[src/common/sd_cmd_pkg.sv]
package sd_cmd_pkg;

	typedef enum logic [1:0]
	{
		resp_none  = 2'd0,
		resp_short = 2'd1,
		resp_long  = 2'd2
	} resp_kind_e;

	typedef struct packed
	{
		logic [5:0]  index;
		logic [31:0] arg;
		resp_kind_e  kind;
	} cmd_req_t;

	// right-aligned, short responses sit in the low 48 bits
	typedef logic [135:0] resp_t;

	typedef struct packed
	{
		logic        cyc;
		logic        stb;
		logic        we;
		logic [2:0]  adr;
		logic [31:0] dat;
	} wb_req_t;

	typedef struct packed
	{
		logic        ack;
		logic [31:0] dat;
	} wb_rsp_t;

	localparam logic [2:0] REG_ARG    = 3'd0;
	localparam logic [2:0] REG_CMD    = 3'd1;
	localparam logic [2:0] REG_STATUS = 3'd2;
	localparam logic [2:0] REG_RESP0  = 3'd3; // words 3..7, lsw first

	localparam int CMD_FRAME_BITS = 48;
	localparam int LONG_RESP_BITS = 136;

	// x^7 + x^3 + 1, msb first
	function automatic logic [6:0] crc7_next(input logic [6:0] crc, input logic din);
		logic fb;
		fb = din ^ crc[6];
		return {crc[5:0], 1'b0} ^ (fb ? 7'h09 : 7'h00);
	endfunction

endpackage

[src/hw/cmd_wb_regs.sv]
`timescale 1ns/1ps

module cmd_wb_regs
(
	input  logic                 sd_clock,
	input  logic                 reset,
	input  sd_cmd_pkg::wb_req_t  wb_req,
	output sd_cmd_pkg::wb_rsp_t  wb_rsp,
	output logic                 cmd_strobe,
	output sd_cmd_pkg::cmd_req_t cmd_req,
	input  logic                 resp_strobe,
	input  sd_cmd_pkg::resp_t    resp,
	input  logic                 resp_timeout,
	input  logic                 resp_crc_error,
	output logic                 resp_ack
);

	logic              ack_q;
	logic [31:0]       rd_data;
	logic [31:0]       arg_reg;
	sd_cmd_pkg::resp_t resp_reg;
	logic              busy;
	logic              done;
	logic              timeout;
	logic              crc_error;
	logic              access;
	logic              cmd_write;
	logic [31:0]       rd_mux;

	assign access    = wb_req.cyc && wb_req.stb && !ack_q;
	assign cmd_write = access && wb_req.we && wb_req.adr == sd_cmd_pkg::REG_CMD && !busy;

	assign wb_rsp = '{ack: ack_q, dat: rd_data};

	always_comb
	begin
		case (wb_req.adr)
			sd_cmd_pkg::REG_ARG:    rd_mux = arg_reg;
			sd_cmd_pkg::REG_CMD:    rd_mux = {22'd0, cmd_req.kind, 2'd0, cmd_req.index};
			sd_cmd_pkg::REG_STATUS: rd_mux = {28'd0, crc_error, timeout, done, busy};
			3'd3:                   rd_mux = resp_reg[31:0];
			3'd4:                   rd_mux = resp_reg[63:32];
			3'd5:                   rd_mux = resp_reg[95:64];
			3'd6:                   rd_mux = resp_reg[127:96];
			default:                rd_mux = {24'd0, resp_reg[135:128]};
		endcase
	end

	always_ff @(posedge sd_clock)
	begin
		if (reset)
		begin
			ack_q      <= 1'b0;
			cmd_strobe <= 1'b0;
			resp_ack   <= 1'b0;
			busy       <= 1'b0;
			done       <= 1'b0;
			timeout    <= 1'b0;
			crc_error  <= 1'b0;
		end
		else
		begin
			ack_q      <= access;
			cmd_strobe <= cmd_write;
			resp_ack   <= resp_strobe;
			if (cmd_write)
			begin
				busy      <= 1'b1;
				done      <= 1'b0;
				timeout   <= 1'b0;
				crc_error <= 1'b0;
			end
			if (resp_strobe)
			begin
				timeout   <= resp_timeout;
				crc_error <= resp_crc_error;
			end
			if (resp_ack) // transaction closes here
			begin
				busy <= 1'b0;
				done <= 1'b1;
			end
		end
	end

	always_ff @(posedge sd_clock)
	begin
		if (access)
			rd_data <= rd_mux;
		if (access && wb_req.we && wb_req.adr == sd_cmd_pkg::REG_ARG)
			arg_reg <= wb_req.dat;
		if (cmd_write)
		begin
			cmd_req.index <= wb_req.dat[5:0];
			cmd_req.kind  <= sd_cmd_pkg::resp_kind_e'(wb_req.dat[9:8]);
			cmd_req.arg   <= arg_reg;
		end
		// last response stays when the card sent nothing
		if (resp_strobe && !resp_timeout && cmd_req.kind != sd_cmd_pkg::resp_none)
			resp_reg <= resp;
	end

	resp_while_busy: assert property (@(posedge sd_clock) disable iff (reset)
		resp_strobe |-> busy);

endmodule

[src/cmd_phys/cmd_phys_controller.sv]
`timescale 1ns/1ps

module cmd_phys_controller
#(
	parameter int RESP_TIMEOUT = 64
)
(
	input  logic                 sd_clock,
	input  logic                 reset,
	input  logic                 cmd_strobe,
	input  sd_cmd_pkg::cmd_req_t cmd_req,
	input  logic                 resp_ack,
	output logic                 tx_enable,
	output sd_cmd_pkg::cmd_req_t tx_req,
	input  logic                 tx_done,
	output logic                 rx_enable,
	output logic                 rx_long,
	input  logic                 rx_done,
	input  logic                 rx_active,
	input  sd_cmd_pkg::resp_t    rx_data,
	input  logic                 rx_crc_error,
	output logic                 resp_strobe,
	output sd_cmd_pkg::resp_t    resp,
	output logic                 resp_timeout,
	output logic                 resp_crc_error
);

	localparam int TO_W = (RESP_TIMEOUT > 2) ? $clog2(RESP_TIMEOUT) : 1;
	localparam logic [TO_W-1:0] TO_LAST = TO_W'(RESP_TIMEOUT - 1);

	typedef enum logic [2:0]
	{
		st_idle,
		st_load,
		st_send,
		st_wait_resp,
		st_send_resp,
		st_wait_ack
	} state_e;

	state_e          state;
	state_e          next_state;
	logic [TO_W-1:0] timeout_count;
	logic            timed_out;

	assign timed_out = timeout_count == TO_LAST && !rx_active;

	always_comb
	begin
		next_state = state;
		case (state)
			st_idle:
				if (cmd_strobe)
					next_state = st_load;
			st_load:
				next_state = st_send;
			st_send:
				if (tx_done)
				begin
					if (tx_req.kind == sd_cmd_pkg::resp_none)
						next_state = st_send_resp; // nothing to wait for
					else
						next_state = st_wait_resp;
				end
			st_wait_resp:
				if (rx_done || timed_out)
					next_state = st_send_resp;
			st_send_resp:
				next_state = st_wait_ack;
			st_wait_ack:
				if (resp_ack)
					next_state = st_idle;
			default:
				next_state = st_idle;
		endcase
	end

	assign tx_enable   = state == st_send;
	assign rx_enable   = state == st_wait_resp;
	assign rx_long     = rx_enable && tx_req.kind == sd_cmd_pkg::resp_long;
	assign resp_strobe = state == st_send_resp;

	always_ff @(posedge sd_clock)
	begin
		if (reset)
		begin
			state          <= st_idle;
			timeout_count  <= '0;
			resp_timeout   <= 1'b0;
			resp_crc_error <= 1'b0;
		end
		else
		begin
			state <= next_state;
			if (state == st_wait_resp && !rx_active)
				timeout_count <= timeout_count + 1'b1;
			else if (state != st_wait_resp)
				timeout_count <= '0;
			if (state == st_load)
			begin
				resp_timeout   <= 1'b0;
				resp_crc_error <= 1'b0;
			end
			if (state == st_wait_resp)
			begin
				if (rx_done)
					resp_crc_error <= rx_crc_error;
				else if (timed_out)
					resp_timeout <= 1'b1;
			end
		end
	end

	always_ff @(posedge sd_clock)
	begin
		if (state == st_load)
			tx_req <= cmd_req;
		if (state == st_wait_resp && rx_done)
			resp <= rx_data;
	end

	tx_done_in_send: assert property (@(posedge sd_clock) disable iff (reset)
		tx_done |-> tx_enable);

endmodule

[src/cmd_phys/cmd_serializer.sv]
`timescale 1ns/1ps

module cmd_serializer
(
	input  logic                 sd_clock,
	input  logic                 reset,
	input  logic                 tx_enable,
	input  sd_cmd_pkg::cmd_req_t tx_req,
	output logic                 cmd_out,
	output logic                 cmd_oe,
	output logic                 tx_done
);

	localparam logic [5:0] LAST_BIT = 6'(sd_cmd_pkg::CMD_FRAME_BITS - 1);

	logic [39:0] shift_reg;
	logic [6:0]  crc;
	logic [5:0]  bit_cnt;

	// start, prefix, crc, end bit
	always_comb
	begin
		if (!cmd_oe)
			cmd_out = 1'b1;
		else if (bit_cnt < 6'd40)
			cmd_out = shift_reg[39];
		else if (bit_cnt < LAST_BIT)
			cmd_out = crc[6];
		else
			cmd_out = 1'b1;
	end

	always_ff @(posedge sd_clock)
	begin
		if (reset)
		begin
			cmd_oe  <= 1'b0;
			tx_done <= 1'b0;
		end
		else
		begin
			tx_done <= 1'b0;
			if (!cmd_oe && tx_enable && !tx_done)
				cmd_oe <= 1'b1;
			else if (cmd_oe && bit_cnt == LAST_BIT)
			begin
				cmd_oe  <= 1'b0;
				tx_done <= 1'b1;
			end
		end
	end

	always_ff @(posedge sd_clock)
	begin
		if (!cmd_oe)
		begin
			shift_reg <= {1'b0, 1'b1, tx_req.index, tx_req.arg};
			crc       <= '0;
			bit_cnt   <= '0;
		end
		else
		begin
			bit_cnt <= bit_cnt + 1'b1;
			if (bit_cnt < 6'd40)
			begin
				crc       <= sd_cmd_pkg::crc7_next(crc, shift_reg[39]);
				shift_reg <= {shift_reg[38:0], 1'b0};
			end
			else
				crc <= {crc[5:0], 1'b0};
		end
	end

endmodule

[src/cmd_phys/cmd_deserializer.sv]
`timescale 1ns/1ps

module cmd_deserializer
(
	input  logic              sd_clock,
	input  logic              reset,
	input  logic              rx_enable,
	input  logic              rx_long,
	input  logic              cmd_in,
	output logic              rx_active,
	output logic              rx_done,
	output sd_cmd_pkg::resp_t rx_data,
	output logic              rx_crc_error
);

	localparam logic [7:0] SHORT_LAST = 8'(sd_cmd_pkg::CMD_FRAME_BITS - 1);
	localparam logic [7:0] LONG_LAST  = 8'(sd_cmd_pkg::LONG_RESP_BITS - 1);

	sd_cmd_pkg::resp_t shift_reg;
	logic [6:0]        crc;
	logic [7:0]        bit_cnt;
	logic [7:0]        last_bit;
	logic              start;

	assign last_bit = rx_long ? LONG_LAST : SHORT_LAST;
	assign start    = rx_enable && !rx_active && !rx_done && !cmd_in;
	assign rx_data  = shift_reg;

	always_ff @(posedge sd_clock)
	begin
		if (reset)
		begin
			rx_active    <= 1'b0;
			rx_done      <= 1'b0;
			rx_crc_error <= 1'b0;
		end
		else
		begin
			rx_done <= 1'b0;
			if (start)
			begin
				rx_active    <= 1'b1;
				rx_crc_error <= 1'b0;
			end
			else if (rx_active && bit_cnt == last_bit)
			begin
				rx_active <= 1'b0;
				rx_done   <= 1'b1;
				// crc field is frame bits 7:1, still in 6:0 before this shift
				rx_crc_error <= !rx_long && shift_reg[6:0] != crc;
			end
		end
	end

	always_ff @(posedge sd_clock)
	begin
		if (start)
		begin
			shift_reg <= {135'd0, cmd_in};
			crc       <= sd_cmd_pkg::crc7_next(7'd0, cmd_in);
			bit_cnt   <= 8'd1;
		end
		else if (rx_active)
		begin
			shift_reg <= {shift_reg[134:0], cmd_in};
			bit_cnt   <= bit_cnt + 1'b1;
			if (bit_cnt < 8'd40)
				crc <= sd_cmd_pkg::crc7_next(crc, cmd_in);
		end
	end

endmodule

[src/hw/sd_cmd_host.sv]
`timescale 1ns/1ps

module sd_cmd_host
#(
	parameter int RESP_TIMEOUT = 64
)
(
	input  logic                sd_clock,
	input  logic                reset,
	input  sd_cmd_pkg::wb_req_t wb_req,
	output sd_cmd_pkg::wb_rsp_t wb_rsp,
	input  logic                cmd_in,
	output logic                cmd_out,
	output logic                cmd_oe
);

	logic                 cmd_strobe;
	sd_cmd_pkg::cmd_req_t cmd_req;
	logic                 resp_ack;
	logic                 resp_strobe;
	sd_cmd_pkg::resp_t    resp;
	logic                 resp_timeout;
	logic                 resp_crc_error;
	logic                 tx_enable;
	sd_cmd_pkg::cmd_req_t tx_req;
	logic                 tx_done;
	logic                 rx_enable;
	logic                 rx_long;
	logic                 rx_done;
	logic                 rx_active;
	sd_cmd_pkg::resp_t    rx_data;
	logic                 rx_crc_error;

	cmd_wb_regs u_cmd_wb_regs
	(
		.sd_clock       (sd_clock),
		.reset          (reset),
		.wb_req         (wb_req),
		.wb_rsp         (wb_rsp),
		.cmd_strobe     (cmd_strobe),
		.cmd_req        (cmd_req),
		.resp_strobe    (resp_strobe),
		.resp           (resp),
		.resp_timeout   (resp_timeout),
		.resp_crc_error (resp_crc_error),
		.resp_ack       (resp_ack)
	);

	cmd_phys_controller #(.RESP_TIMEOUT(RESP_TIMEOUT)) u_cmd_phys_controller
	(
		.sd_clock       (sd_clock),
		.reset          (reset),
		.cmd_strobe     (cmd_strobe),
		.cmd_req        (cmd_req),
		.resp_ack       (resp_ack),
		.tx_enable      (tx_enable),
		.tx_req         (tx_req),
		.tx_done        (tx_done),
		.rx_enable      (rx_enable),
		.rx_long        (rx_long),
		.rx_done        (rx_done),
		.rx_active      (rx_active),
		.rx_data        (rx_data),
		.rx_crc_error   (rx_crc_error),
		.resp_strobe    (resp_strobe),
		.resp           (resp),
		.resp_timeout   (resp_timeout),
		.resp_crc_error (resp_crc_error)
	);

	cmd_serializer u_cmd_serializer
	(
		.sd_clock  (sd_clock),
		.reset     (reset),
		.tx_enable (tx_enable),
		.tx_req    (tx_req),
		.cmd_out   (cmd_out),
		.cmd_oe    (cmd_oe),
		.tx_done   (tx_done)
	);

	cmd_deserializer u_cmd_deserializer
	(
		.sd_clock     (sd_clock),
		.reset        (reset),
		.rx_enable    (rx_enable),
		.rx_long      (rx_long),
		.cmd_in       (cmd_in),
		.rx_active    (rx_active),
		.rx_done      (rx_done),
		.rx_data      (rx_data),
		.rx_crc_error (rx_crc_error)
	);

endmodule

[config.mk]
export PLATFORM = sky130hd
export DESIGN_NAME = sd_cmd_host
export DESIGN_NICKNAME = d
export VERILOG_FILES = /design/src/common/sd_cmd_pkg.sv /design/src/hw/cmd_wb_regs.sv /design/src/cmd_phys/cmd_phys_controller.sv /design/src/cmd_phys/cmd_serializer.sv /design/src/cmd_phys/cmd_deserializer.sv /design/src/hw/sd_cmd_host.sv
export SDC_FILE = /design/constraint.sdc
export NUM_CORES = 1
export LEC_CHECK = 0
export ABC_AREA = 1
export CAP_MARGIN = 30
export CORE_UTILIZATION = 35
export DETAILED_ROUTE_END_ITERATION = 16
export DONT_BUFFER_PORTS = 1
export SYNTH_ARGS = -nofsm -noshare
export SYNTH_HDL_FRONTEND = slang
export SYNTH_SLANG_ARGS = --single-unit
[constraint.sdc]
create_clock -name sd_clock -period 6.85 [get_ports sd_clock]
set_input_delay 0.685 -clock sd_clock [delete_from_list [all_inputs] [get_ports sd_clock]]
set_output_delay 0.685 -clock sd_clock [all_outputs]
set_load 0.05 [all_outputs]
* Word level (Yosys, flattened, before mapping)
Cells that the tools add are included.
** Cells by class
- Add/subtract/negate cells :: 3
- $lt $le $gt $ge :: 3
- Eq/ne operators :: 22
- Mux-type cells :: 41
- Bitwise logic cells :: 4
- Reductions and logical operators :: 46
** Operators with widths (number)
- 32-bit one-hot mux with 7 select lines :: 1
- 38-bit 2-to-1 mux :: 2
- 7-bit 2-to-1 mux :: 4
- 1-bit 2-to-1 mux :: 22
- 1-bit logical AND :: 19
- 3-bit one-hot mux with 6 select lines :: 1
- 2-bit nonzero test :: 8
- 3-bit equality test, second input constant :: 5
- 3-bit 2-to-1 mux :: 5
- 7-bit XOR :: 2
- 6-bit by 1-bit adder with 6-bit output, second input constant :: 2
- 3-bit by 2-bit equality test with 1-bit output, second input constant :: 4
- 6-bit equality test, second input constant :: 2
- 6-bit < comparator, second input constant :: 2
- 4-bit 2-to-1 mux :: 3
- 6-bit 2-to-1 mux :: 2
- 2-bit inequality test, second input constant :: 5
- 1-bit logical NOT :: 9
- 8-bit by 1-bit adder with 8-bit output, second input constant :: 1
- 8-bit equality test :: 1
- 8-bit by 6-bit < comparator with 1-bit output, second input constant :: 1
- 8-bit 2-to-1 mux :: 1
- 7-bit inequality test :: 1
- 3-bit by 1-bit equality test with 1-bit output, second input constant :: 2
- other kinds (9) :: 14
** Word-level totals
- Flip-flop bits (word level) :: 643
- Input bits :: 41
- Output and inout bits :: 35

* Depth between registers and ports, before layout
- Depth in word-level cells :: 7
- Mapped depth :: 11
- Mapped depth without buffers :: 10

* Hierarchy
A second synthesis with hierarchy kept.
** Second synthesis, totals
- Cell total of the unflattened synthesis :: 2042
- Area, all modules :: 23541.3 um^2
** Modules (own cells, without submodules)
- cmd_wb_regs :: instances 1, cells each 611, area each 8939.8 um^2, seq. area each 7347.0 um^2
- cmd_deserializer :: instances 1, cells each 914, area each 6422.4 um^2, seq. area each 3163.0 um^2
- cmd_phys_controller :: instances 1, cells each 276, area each 5908.2 um^2, seq. area each 5505.3 um^2
- cmd_serializer :: instances 1, cells each 241, area each 2270.9 um^2, seq. area each 1481.4 um^2

* Least setup slack after synthesis
OpenSTA, ideal clock, no wires.
- Path kind :: flip-flop to flip-flop
- From :: register u_cmd_phys_controller.state[0]
- To :: register u_cmd_wb_regs.resp_reg[0], enable pin
- Arrival :: 6404 ps
- Setup slack :: -187 ps
- Stages on the path, launching flop included :: 6
- Path buffers :: 0
- Path through :: dfxtp_1 -> nor2_1 -> inv_1 -> nor2_1 -> inv_1 -> nor2_1
** Between the ends
- Cells in the longest elaborated chain, start to end :: 3
** Ends and longest elaborated chain
- from (decl) :: line cmd_phys_controller.sv:41 : state_e state;
- from (signal assigned) :: line cmd_phys_controller.sv:87 : state <= st_idle;
- from (signal assigned) :: line cmd_phys_controller.sv:94 : state <= next_state;
- 3-bit equality test :: line cmd_phys_controller.sv:81 : assign resp_strobe = state == st_send_resp;
- 1-bit logical AND (2 in a row) :: line cmd_wb_regs.sv:99 : if (resp_strobe && !resp_timeout && cmd_req.kind != sd_cmd_pkg::resp_none)
- to (signal assigned) :: line cmd_wb_regs.sv:100 : resp_reg <= resp;
- to (decl) :: line cmd_wb_regs.sv:21 : sd_cmd_pkg::resp_t resp_reg;
Every way passes these cells.
A chain may end at the register's enable or synchronous reset.

* Worst setup path after layout
- From :: register u_cmd_serializer.cmd_oe
- To :: output cmd_out
** Between the ends
- Cells in the longest elaborated chain, start to end :: 1
** Ends and longest elaborated chain
- from (decl) :: line cmd_serializer.sv:10 : output logic cmd_oe,
- from (signal assigned) :: line cmd_serializer.sv:37 : cmd_oe <= 1'b0;
- from (signal assigned) :: line cmd_serializer.sv:44 : cmd_oe <= 1'b1;
- from (signal assigned) :: line cmd_serializer.sv:47 : cmd_oe <= 1'b0;
- 1-bit 2-to-1 mux :: line cmd_serializer.sv:23 : if (!cmd_oe)
- to (decl) :: line sd_cmd_host.sv:13 : output logic cmd_out,
Every way passes these cells.

==> reports/metrics.yaml <==
floorplan:
  dieArea_mm2: 0.0646
  die_h_um: 254
  initial_core_util_pct: 35.3
  ios: 76
  rows: 92
  die_w_um: 254
  core_mm2: 0.0630
synth:
  synth-edff-count: 462
  synth_cell_types: 35
  synthXorXnorAreaFrac_pct: 0.197
  async_flop_share_pct: 0
  yosysSeqAreaShare_pct: 78.6
  synth-simple-area-share_pct: 7.70
  synth_cells: 1651
  synthAdderAreaFrac_pct: 0.169
  postSynthRegisterBits: 643
  synth_warnings: 0
  synth_top_family_by_area: "simple AND/OR/NAND/NOR gates"
  synth_ff_type: "edfxtp_1"
  synth-compound-area-share_pct: 6.94
  synth_fp_nets: 1695
  syn_avg_cell_area_um2: 13.5
  synth_area_mm2: 0.0223
  muxShareOfSynthArea_pct: 0
final_layout:
  final_util_pct: 39.9
  final_cell_mix: "edfxtp_1 (462), inv_1 (299), nand2_1 (272), dfxtp_1 (179), a22oi_1 (136)"
  final_area_mm2: 0.0251
  layout_commonest_cell: "edfxtp_1"
  syn_to_final_growth_pct: 12.9
  layout-drive-gt1-share_pct: 7.22
  diodes: 0
  finalNonFillerCells: 2564
  final_nets: 1712
  n_fill_cell: 5804
setup_path:
  start_kind: "flop"
  worstSetupPathType: "reg -> out"
  required_ns: 6.16
  arrival_ns: 2.42
  critPathMaxFanout: 42
  endpoint_kind: "primary output"
  reg2reg_depth: 7
outcome:
  status: "finished, final reports clean"
global_route:
  grt.overflow.total: 0
  grt_max_degree: 77
  grt.total_usage_pct: 12.2
  grt_pass1_vias: 11300
  grt_first_pass_wirelength_um: 62600
  antenna_found_initial: 2
hold_path:
  hp-class: "in -> reg"
  min_delay_path_depth: 1
timing:
  fin_skew_ns: 0.0122
  period_needed_ns: 3.11
  fmax_mhz: 322
  worstMarginPinSlew_ns: 0.998
  final-hold-violation-count: 0
  setup_slack_ns: 3.74
  rsz0062_at_grt: "false"
  finalSetupTns_ns: 0
  whs_ns: 0.156
  setup_violations: 0
  post-route-period-util_pct: 45.4
  slew_violations: 0
  slew_headroom_pct: 32.8
cts:
  postCtsSetupBuffers: 0
  htree_levels: 2
  clk_pin_slew_ns: 0.07
  cts_buffer_depth: 3
  clock_sinks: 643
  ctsHoldBuffers: 0
  ctsRootBufferMaster: "clkbuf_16"
  post_cts_resized: 0
  clock_latency_ns: 0.59
  cts_tree: "done"
  cts_buffers: 58
placement:
  detailed_place_hpwl_um: 24800
  place_area_mm2: 0.0232
  globalplace.congestion: 0.781
  numPortBuffers: 0
  place_inst: 2453
  dp_slack_ns: 3.79
pwr:
  powerDensity_mw_per_mm2: 320
  total_power_mw: 8.04
  vdd_drop_max_mv: 0.184
  p_leak_nw: 9.72
detailed_routing:
  detail_route.iter0.violations: 854
  wl_per_cell_um: 15.4
  wl_um: 39600
  drc_errors: 0
  via_per_inst: 4.54
  ant_nets: 0
  drtPass1Iterations: 7
  via_count: 11600
job:
  maxCapViolCount: 0
==> final cells by class <==
class	count	area (um2)	area share, %
Clock buffer	85	1700	6.78
Clock inverter	25	203	0.807
Inverter	304	1150	4.56
Multi-Input combinational cell	643	3360	13.4
Sequential cell	643	17500	69.7
Tap cell	846	1060	4.21
Timing Repair Buffer	18	155	0.618
==> layer usage <==
metal	vias to the layer above	wire length (um)	global-route usage, %
met5	-	27	0
met4	4	1030	4.34
met3	65	1890	2.03
met2	246	19100	20.5
met1	5611	17600	16.0
li1	5704	-	-
==> where the power goes <==
group | switching [mW] | internal [mW] | total, mW
clock | 1.39 | 1.77 | 3.16
combinational | 0.287 | 0.101 | 0.388
sequential | 0.123 | 4.37 | 4.49
total | 1.80 | 6.25 | 8.04
==> synthesized netlist by cell type (2+ instances only) <==
master	n	share of area, %
inv_1	300	5.1
edfxtp_1	462	62
nor2_1	59	1.0
buf_2	4	0.090
ha_1	3	0.17
buf_6	5	0.25
nand3_1	32	0.72
a22o_1	6	0.24
a21oi_1	25	0.56
buf_1	9	0.15
o21ai_0	15	0.34
clkbuf_1	42	0.71
xnor2_1	2	0.079
nor3_1	9	0.20
dfxtp_1	181	16
o2111ai_1	2	0.079
nand2_2	2	0.056
nor2_4	2	0.10
xor2_1	3	0.12
a22oi_1	136	4.6
inv_2	3	0.051
nand2_1	272	4.6
nand4_1	33	0.93
o22ai_1	33	0.93
==> critical path, cell delays in order (launching register included) <==
cell      delay (ns)
dfxtp_2         0.32
clkinv_1        0.04
buf_4           0.37
nor2_1          0.12
inv_1           0.07
buf_4           0.43
nor3_1          0.10
a21oi_1         0.14
buf_4           0.22
==> logic make-up after synthesis <==
logic type | after synthesis
simple gates | 412
fa+ha+maj | 3
compound gates | 223
flops | 643
buf+inv | 365
xor+xnor | 5
==> path summary, 6_finish.rpt <==
| check | from | to | slack, ns |
|---|---|---|---|
| setup / recovery | u_cmd_serializer.cmd_oe$_SDFFE_PP0P_ | cmd_out | 3.74 |
| hold / removal | reset | u_cmd_phys_controller.resp_crc_error$_SDFF_PP0_ | 0.16 |
| setup reg to reg | u_cmd_deserializer.rx_active$_SDFFE_PP0P_ | u_cmd_deserializer.rx_data[102]$_SDFFE_PP0P_ | 3.79 |
| hold reg to reg | u_cmd_serializer.crc[1]$_SDFF_PN0_ | u_cmd_serializer.crc[2]$_SDFF_PN0_ | 0.41 |
No activity file was read; power rests on OpenSTA's default activity.
